$ cat config.mk
export PLATFORM = sky130hd
export DESIGN_NAME = bank_htu
export DESIGN_NICKNAME = d
export VERILOG_FILES = /design/src/rtl/htu_pkg.sv /design/src/rtl/bank_htu_offset.sv /design/src/rtl/bank_htu_cacheline.sv /design/src/rtl/bank_htu_set.sv /design/src/rtl/bank_htu.sv
export SDC_FILE = /design/constraint.sdc
export NUM_CORES = 1
export LEC_CHECK = 0
export BUFFER_PORTS_ARGS = -buffer_cell sky130_fd_sc_hd__buf_2
export CAP_MARGIN = 25
export CORE_MARGIN = 5
export CORE_UTILIZATION = 43
export CTS_CLUSTER_DIAMETER = 150
export DETAILED_ROUTE_END_ITERATION = 10
export PLACE_DENSITY = 0.66
export SLEW_MARGIN = 25
export SYNTH_ARGS = -nofsm -noshare
export SYNTH_HDL_FRONTEND = slang
export SYNTH_SLANG_ARGS = --single-unit
$ cat constraint.sdc
create_clock -name clk_i -period 4.2 [get_ports clk_i]
set_input_delay 0.42 -clock clk_i [delete_from_list [all_inputs] [get_ports clk_i]]
set_output_delay 0.42 -clock clk_i [all_outputs]
set_load 0.1 [all_outputs]
$ cat src/rtl/htu_pkg.sv
package htu_pkg;

  localparam int TAG_W    = 22;
  localparam int IDX_W    = 3;
  localparam int NUM_SETS = 8;
  localparam int NUM_WAYS = 2;

  // address layout is tag, then set index, then the half select bit
  localparam int TAG_LSB = 32 - TAG_W;
  localparam int IDX_LSB = TAG_LSB - IDX_W;
  localparam int OFS_BIT = IDX_LSB - 1;

  typedef enum logic [1:0] {
    OP_READ,
    OP_WRITE,
    OP_FLUSH,
    OP_INVALIDATE
  } htu_op_e;

  // EMPTY means the half has not been fetched since allocation
  typedef enum logic [1:0] {
    OFS_EMPTY,
    OFS_CLEAN,
    OFS_DIRTY
  } ofs_state_e;

  typedef struct packed {
    htu_op_e     op;
    logic [31:0] addr;
  } htu_req_t;

  typedef struct packed {
    logic             hit;
    logic             way;
    ofs_state_e       ofs0;
    ofs_state_e       ofs1;
    logic             evict_valid;
    logic [TAG_W-1:0] evict_tag;
    logic [1:0]       evict_dirty;
    logic [1:0]       wb_mask;
    logic [TAG_W-1:0] tag;
  } htu_rsp_t;

  // next state of one half, shared by the half's register and the set's response
  function automatic ofs_state_e ofs_next(
    input ofs_state_e cur,
    input logic       accessed,
    input logic       is_read,
    input logic       is_write,
    input logic       is_flush,
    input logic       is_inval,
    input logic       line_hit,
    input logic       allocate
  );
    ofs_state_e nxt;
    nxt = cur;
    if (allocate) begin
      if (!accessed)
        nxt = OFS_EMPTY;
      else if (is_write)
        nxt = OFS_DIRTY;
      else
        nxt = OFS_CLEAN;
    end else if (line_hit) begin
      // flush and invalidate act on both halves
      if (is_inval)
        nxt = OFS_EMPTY;
      else if (is_flush && cur == OFS_DIRTY)
        nxt = OFS_CLEAN;
      else if (accessed && is_write)
        nxt = OFS_DIRTY;
      else if (accessed && is_read && cur == OFS_EMPTY)
        nxt = OFS_CLEAN;
    end
    return nxt;
  endfunction

endpackage

$ cat src/rtl/bank_htu_offset.sv
module bank_htu_offset (
  input  logic                clk_i,
  input  logic                rst_i,
  input  logic                offset_hit_i,
  input  logic                op_is_read_i,
  input  logic                op_is_write_i,
  input  logic                op_is_flush_i,
  input  logic                op_is_invalidate_i,
  input  logic                cacheline_hit_i,
  input  logic                cacheline_allocate_i,
  output htu_pkg::ofs_state_e offset_status_o
);
  import htu_pkg::*;

  ofs_state_e state_q;
  ofs_state_e state_d;

  // allocate wins over the line hit, the two never come together anyway
  assign state_d = ofs_next(state_q,
                            offset_hit_i,
                            op_is_read_i,
                            op_is_write_i,
                            op_is_flush_i,
                            op_is_invalidate_i,
                            cacheline_hit_i,
                            cacheline_allocate_i);

  always_ff @(posedge clk_i or posedge rst_i) begin
    if (rst_i) begin
      state_q <= OFS_EMPTY;
    end else begin
      state_q <= state_d;
    end
  end

  assign offset_status_o = state_q;

endmodule

$ cat src/rtl/bank_htu_cacheline.sv
module bank_htu_cacheline (
  input  logic                      clk_i,
  input  logic                      rst_i,
  input  logic                      set_hit_i,
  input  logic                      op_is_read_i,
  input  logic                      op_is_write_i,
  input  logic                      op_is_flush_i,
  input  logic                      op_is_invalidate_i,
  input  logic                      access_offset1_i,
  input  logic [htu_pkg::TAG_W-1:0] access_tag_i,
  input  logic                      cacheline_allocate_i,
  output logic                      cacheline_valid_o,
  output logic                      cacheline_hit_o,
  output logic [htu_pkg::TAG_W-1:0] cacheline_tag_o,
  output htu_pkg::ofs_state_e       offset0_state_o,
  output htu_pkg::ofs_state_e       offset1_state_o
);
  import htu_pkg::*;

  logic             valid_q;
  logic [TAG_W-1:0] tag_q;
  logic             line_hit;

  assign cacheline_valid_o = valid_q;
  assign cacheline_tag_o   = tag_q;
  assign cacheline_hit_o   = valid_q && (access_tag_i == tag_q);

  // only a hit in the selected set may touch the halves
  assign line_hit = set_hit_i && cacheline_hit_o;

  always_ff @(posedge clk_i or posedge rst_i) begin
    if (rst_i) begin
      valid_q <= 1'b0;
    end else if (cacheline_allocate_i) begin
      valid_q <= 1'b1;
    end else if (line_hit && op_is_invalidate_i) begin
      valid_q <= 1'b0;
    end
  end

  always_ff @(posedge clk_i) begin
    if (cacheline_allocate_i) begin
      tag_q <= access_tag_i;
    end
  end

  bank_htu_offset offset0_i (
    .clk_i               (clk_i),
    .rst_i               (rst_i),
    .offset_hit_i        (!access_offset1_i),
    .op_is_read_i        (op_is_read_i),
    .op_is_write_i       (op_is_write_i),
    .op_is_flush_i       (op_is_flush_i),
    .op_is_invalidate_i  (op_is_invalidate_i),
    .cacheline_hit_i     (line_hit),
    .cacheline_allocate_i(cacheline_allocate_i),
    .offset_status_o     (offset0_state_o)
  );

  bank_htu_offset offset1_i (
    .clk_i               (clk_i),
    .rst_i               (rst_i),
    .offset_hit_i        (access_offset1_i),
    .op_is_read_i        (op_is_read_i),
    .op_is_write_i       (op_is_write_i),
    .op_is_flush_i       (op_is_flush_i),
    .op_is_invalidate_i  (op_is_invalidate_i),
    .cacheline_hit_i     (line_hit),
    .cacheline_allocate_i(cacheline_allocate_i),
    .offset_status_o     (offset1_state_o)
  );

endmodule

$ cat src/rtl/bank_htu_set.sv
module bank_htu_set (
  input  logic              clk_i,
  input  logic              rst_i,
  input  logic              sel_i,
  input  htu_pkg::htu_req_t req_i,
  output htu_pkg::htu_rsp_t rsp_o
);
  import htu_pkg::*;

  logic                op_is_read;
  logic                op_is_write;
  logic                op_is_flush;
  logic                op_is_invalidate;
  logic [TAG_W-1:0]    req_tag;
  logic                req_ofs1;
  logic [NUM_WAYS-1:0] way_valid;
  logic [NUM_WAYS-1:0] way_hit;
  logic [NUM_WAYS-1:0] way_alloc;
  logic [TAG_W-1:0]    way_tag [NUM_WAYS];
  ofs_state_e          way_ofs0 [NUM_WAYS];
  ofs_state_e          way_ofs1 [NUM_WAYS];
  logic [1:0]          way_dirty [NUM_WAYS];
  logic                hit;
  logic                alloc;
  logic                lru_q;
  logic                rsp_way;

  assign op_is_read       = (req_i.op == OP_READ);
  assign op_is_write      = (req_i.op == OP_WRITE);
  assign op_is_flush      = (req_i.op == OP_FLUSH);
  assign op_is_invalidate = (req_i.op == OP_INVALIDATE);

  assign req_tag  = req_i.addr[TAG_LSB +: TAG_W];
  assign req_ofs1 = req_i.addr[OFS_BIT];

  for (genvar w = 0; w < NUM_WAYS; w++) begin : g_way
    assign way_alloc[w] = alloc && (lru_q == 1'(w));
    assign way_dirty[w] = {way_ofs1[w] == OFS_DIRTY, way_ofs0[w] == OFS_DIRTY};

    bank_htu_cacheline line_i (
      .clk_i               (clk_i),
      .rst_i               (rst_i),
      .set_hit_i           (sel_i),
      .op_is_read_i        (op_is_read),
      .op_is_write_i       (op_is_write),
      .op_is_flush_i       (op_is_flush),
      .op_is_invalidate_i  (op_is_invalidate),
      .access_offset1_i    (req_ofs1),
      .access_tag_i        (req_tag),
      .cacheline_allocate_i(way_alloc[w]),
      .cacheline_valid_o   (way_valid[w]),
      .cacheline_hit_o     (way_hit[w]),
      .cacheline_tag_o     (way_tag[w]),
      .offset0_state_o     (way_ofs0[w]),
      .offset1_state_o     (way_ofs1[w])
    );
  end

  // at most one way can match since a line is only allocated on a miss
  assign hit     = |way_hit;
  assign alloc   = sel_i && !hit && (op_is_read || op_is_write);
  assign rsp_way = hit ? way_hit[1] : lru_q;

  // lru_q names the way that is replaced next
  always_ff @(posedge clk_i or posedge rst_i) begin
    if (rst_i) begin
      lru_q <= 1'b0;
    end else if (sel_i && (op_is_read || op_is_write)) begin
      lru_q <= !rsp_way;
    end
  end

  always_comb begin
    rsp_o      = '0;
    rsp_o.hit  = hit;
    rsp_o.way  = rsp_way;
    rsp_o.tag  = req_tag;
    // report the halves as they look after this request
    rsp_o.ofs0 = ofs_next(way_ofs0[rsp_way], !req_ofs1, op_is_read, op_is_write,
                          op_is_flush, op_is_invalidate, hit, alloc);
    rsp_o.ofs1 = ofs_next(way_ofs1[rsp_way], req_ofs1, op_is_read, op_is_write,
                          op_is_flush, op_is_invalidate, hit, alloc);
    if (alloc && way_valid[lru_q]) begin
      rsp_o.evict_valid = 1'b1;
      rsp_o.evict_tag   = way_tag[lru_q];
      rsp_o.evict_dirty = way_dirty[lru_q];
    end
    if (hit && op_is_flush) begin
      rsp_o.wb_mask = way_dirty[rsp_way];
    end
  end

endmodule

$ cat src/rtl/bank_htu.sv
module bank_htu (
  input  logic              clk_i,
  input  logic              rst_i,
  input  logic              req_valid_i,
  input  htu_pkg::htu_req_t req_i,
  output logic              rsp_valid_o,
  output htu_pkg::htu_rsp_t rsp_o
);
  import htu_pkg::*;

  logic [IDX_W-1:0]    req_idx;
  logic [NUM_SETS-1:0] set_sel;
  htu_rsp_t            set_rsp [NUM_SETS];
  htu_rsp_t            rsp_d;

  assign req_idx = req_i.addr[IDX_LSB +: IDX_W];

  for (genvar s = 0; s < NUM_SETS; s++) begin : g_set
    assign set_sel[s] = req_valid_i && (req_idx == IDX_W'(s));

    bank_htu_set set_i (
      .clk_i(clk_i),
      .rst_i(rst_i),
      .sel_i(set_sel[s]),
      .req_i(req_i),
      .rsp_o(set_rsp[s])
    );
  end

  // every set sees the request, only the indexed one updates or answers
  assign rsp_d = set_rsp[req_idx];

  always_ff @(posedge clk_i or posedge rst_i) begin
    if (rst_i) begin
      rsp_valid_o <= 1'b0;
    end else begin
      rsp_valid_o <= req_valid_i;
    end
  end

  always_ff @(posedge clk_i) begin
    if (req_valid_i) begin
      rsp_o <= rsp_d;
    end
  end

endmodule

==> run summary <==
The maximum ir drop on the vdd rail is 0.351 mV. The most used routing layer is met2. TritonCTS built the clock tree. The first global-routing pass estimated approximately 140 mm of wire. The initial DRC count came out at ~2600. The number of pins with negative max-slew slack in the final report came out at 0. Of the total power, combinational logic draws 0.238. The count of pins on the block boundary came out at 93.

Setup violations remaining at the end of the flow were counted as 0. Counting cells, the worst reg-to-reg path comes to 11. The fraction of the yosys area taken by sequential cells came out at 0.517. The slew at the pin closest to its max-slew limit is ~1100 ps. The share of the cycle needed by the critical path after routing came out at 0.891. The number of cells upsized or downsized after cts came out at 0. The number of buffer cells added on primary ports is 86. The synthesized netlist net count is ~2500. The worst register-to-register path begins at g_set[7].set_i.g_way[0].line_i.cacheline_tag_o[1]. The clock transition at the register clock pins on the worst setup and hold paths after CTS came out at approximately 60 ps. The critical path in this run is classified as reg -> reg. After detailed routing, the average wire length per cell comes to 27.0 um. The number of cells on the worst hold path came out at 1. For the final database, setup skew stands at roughly 22 ps. The power density normalized to cell area is about 460 nW/um^2.

The weighted congestion at the end of routability-driven global placement is 0.965. For met1 alone, demand over resource in global routing was 0.376. In this run the cell area of the synthesized design comes to between 20000 and 30000 um^2.

The mean cell area of the mapped netlist is approximately 11 um^2. The endpoint of the worst-slack reg-to-reg timing path is rsp_o[50]. The max-cap check violation count came out at 0. The initial antenna violation count came out at 2. The startpoint identified for the worst hold timing path is req_i[31].

The peak fanout along the critical path is 3. The category of the worst setup path launch point is a register. The number of hold-slack violations in the final timing report is 0.

The run finished with clean final reports. The worst path required time is around 4600 ps. The starting density of the core came out at 0.434.

The clock tree root buffer cell is sky130_fd_sc_hd__clkbuf_16. The die is between 200 and 300 um wide. The met3 layer usage reported by global route is 0.0642.

The non-filler instance count after layout is roughly 3600. The cell row count is between 90 and 100. In the post-route analysis, the smallest setup slack over all paths is between 400 and 500 ps.

Static timing analysis puts the maximum clock frequency at ~270 MHz. The unique cell type count in the Yosys netlist came out at 88. The setup slack on the worst flop-to-flop path is 460 ps. The clock network fraction of total power is 0.346. The cell count after synthesis is 2499. Clock latency on the worst-skew pair, taken at its later pin, is 630 ps. The reported leakage power is around 12 nW.

The count of nets left with antenna violations after detail routing came out at 0. The number of detailed-routing iterations run before antenna repair is 6. In this run the worst hold path is classified as in -> reg. The primary flip-flop cell chosen by synthesis mapping is sky130_fd_sc_hd__edfxtp_1. After synthesis the netlist holds a flip-flop and latch count of about 500. The final wirelength came out at about 96 mm. At the end of the flow, the number of nets in the layout was about 2700. The top cell types in the final layout, fill and taps aside, are sky130_fd_sc_hd__edfxtp_1 (407), sky130_fd_sc_hd__mux2i_1 (248), sky130_fd_sc_hd__xnor2_1 (194). The chip height is 265 um.

The largest buffer count on any clock path came out at 3. The area growth from synthesis to layout is 14.5%. The switching power share of the total came out at 0.319. The area of the core region came out at between 60000 and 70000 um^2.

The total track usage came out at 0.264. The internal power summed over all cells came out at 9.94 mW. The clock sink count is between 400 and 500.

The H-tree was split into 2 levels. The number of buffers created by CTS is 56. The total vias in the final route is about 22000.

In the routed design, unresolved DRC markers number 0. After routing, the total negative slack on setup checks comes to 0 ps. After detailed placement, the design holds a cell count of ~3400. The wire-length estimate of the detail-placed layout is around 70 mm.

The reported net switching power came out at roughly 4.6 mW. Global routing finished with a remaining overflow of 0. The met2 track demand over resource in global routing came out at 0.399. The data arrival time of the worst path is ~4100 ps.

The setup slack at placement came out at ~340 ps. Entering global routing, the biggest net connects 66 pins. The count of yosys warnings during synthesis came out at 0. The shortest period the worst path allows is roughly 3700 ps.

STA classifies the critical path endpoint as a register. The overall power after layout came out at approximately 15 mW. Counting flops with a built-in enable in the synthesized netlist gives about 400. Setup repair after global routing left no endpoint under its margin. The part of the total power dissipated in sequential elements is 0.416. The via count of the first global-routing pass came out at roughly 21000. The fraction of synthesis flops using an asynchronous set or reset pin came out at 0.179. The per-cell via count in the routed design came out at slightly above 6. The share of final-layout standard cells stronger than drive strength 1 came out at 0.147. The library cell used most frequently in the layout, excluding fill and tap cells, is sky130_fd_sc_hd__edfxtp_1. The hold-critical path endpoint is g_set[4].set_i.g_way[0].line_i.cacheline_tag_o[21]. The die covers 70200 um^2. The worst slew margin relative to its limit came out at 0.277.
-- logic make-up (layout without fill, tap and decap cells) --
logic type / Yosys count / count (layout) / synth area share
xor+xnor: 353 / 353 / 0.112
compound gates: 459 / 459 / 0.102
simple gates: 700 / 700 / 0.126
mux: 279 / 279 / 0.103
other cells: 0 / 1 / 0
flops: 496 / 496 / 0.517
buf+inv: 212 / 408 / 0.0401
-- worst max-delay path, stage by stage, from the launching register on --
cell and delay [ps]:
sky130_fd_sc_hd__edfxtp_1 400, sky130_fd_sc_hd__xnor2_1 350, sky130_fd_sc_hd__nand4_1 130, sky130_fd_sc_hd__nor4_1 500, sky130_fd_sc_hd__nand3_1 390, sky130_fd_sc_hd__a21o_1 320
sky130_fd_sc_hd__mux2i_2 180, sky130_fd_sc_hd__a211o_1 300, sky130_fd_sc_hd__a221oi_1 360, sky130_fd_sc_hd__nor4_1 110, sky130_fd_sc_hd__buf_4 160, sky130_fd_sc_hd__a41oi_1 300
-- synth_stat cells, types with 70 or more instances --
cell,n,share of area
sky130_fd_sc_hd__nand2_1,189,0.025
sky130_fd_sc_hd__nand4_1,70,0.016
sky130_fd_sc_hd__a21oi_1,131,0.023
sky130_fd_sc_hd__o22ai_1,110,0.025
sky130_fd_sc_hd__nor3_1,96,0.017
sky130_fd_sc_hd__xor2_1,155,0.049
sky130_fd_sc_hd__dfrtp_1,89,0.080
sky130_fd_sc_hd__xnor2_1,194,0.061
sky130_fd_sc_hd__nor2_1,145,0.019
sky130_fd_sc_hd__edfxtp_1,407,0.44
sky130_fd_sc_hd__o21ai_0,86,0.015
sky130_fd_sc_hd__clkbuf_1,78,0.010
sky130_fd_sc_hd__mux2i_1,248,0.089
-- registers in the layout, summed over array words and instances (netlist names) --
register                                            cells
g_set.set_i.g_way.line_i.offset0_i.offset_status_o     32
g_set.set_i.g_way.line_i.cacheline_valid_o             16
g_set.set_i.g_way.line_i.offset1_i.offset_status_o     32
g_set.set_i.lru_q                                       8
rsp_valid_o                                             1
rsp_o                                                  55
g_set.set_i.g_way.line_i.cacheline_tag_o              352
-- how the worst max path moves through the flow --
stage	slack (ps)	endpoint	start
4_1_cts	710	rsp_o[50]	g_set[7].set_i.g_way[0].line_i.cacheline_tag_o[16]
5_1_grt	400	rsp_o[50]	g_set[7].set_i.g_way[0].line_i.cacheline_tag_o[16]
2_1_floorplan	450	register	req_i[26]
6_report	460	rsp_o[50]	g_set[7].set_i.g_way[0].line_i.cacheline_tag_o[1]
3_3_place_gp	340	rsp_o[50]	req_i[15]
3_5_place_dp	340	rsp_o[50]	req_i[15]
-- stage by stage --
step	hold WS, ps	instance area [um^2]	util
after floorplan	451	28000	-
after global placement	529	30100	0.467
after detailed placement	526	30100	0.467
after CTS	22.8	32000	0.496
after global routing	119	32000	0.496
final	152	32000	0.496
-- power groups by stage --
stage,combinational [mW],clock [mW],sequential (mW)
4_1_cts,3.43,5.13,6.05
3_5_place_dp,3.42,0,6.15
5_1_grt,3.69,5.36,6.10
3_3_place_gp,3.38,0,6.13
6_report,3.48,5.05,6.07
2_1_floorplan,2.21,0,6.30
-- area by class of cell --
| cell class | count | area [um^2] |
|---|---|---|
| fill | 5823 | 32500 |
| sequential | 496 | 14500 |
| multi-input combinational | 1791 | 12400 |
| timing repair buffer | 250 | 1990 |
| clock buffer | 70 | 1480 |
| tap | 855 | 1070 |
| clock inverter | 33 | 400 |
| inverter | 55 | 211 |
| antenna | 1 | 2.50 |
-- layer usage --
layer | vias to the layer above | wire length, um
met3 | 213 | 9480
li1 | 9613 | -
met5 | - | 0
met1 | 10600 | 41000
met2 | 1105 | 41900
met4 | 0 | 3540
-- repair_timing --
item	in CTS	in global routing
hold endpoints to repair	0	40
setup buffers	0	0
hold buffers	0	1
Note: power is estimated with default switching activity, not from simulation.
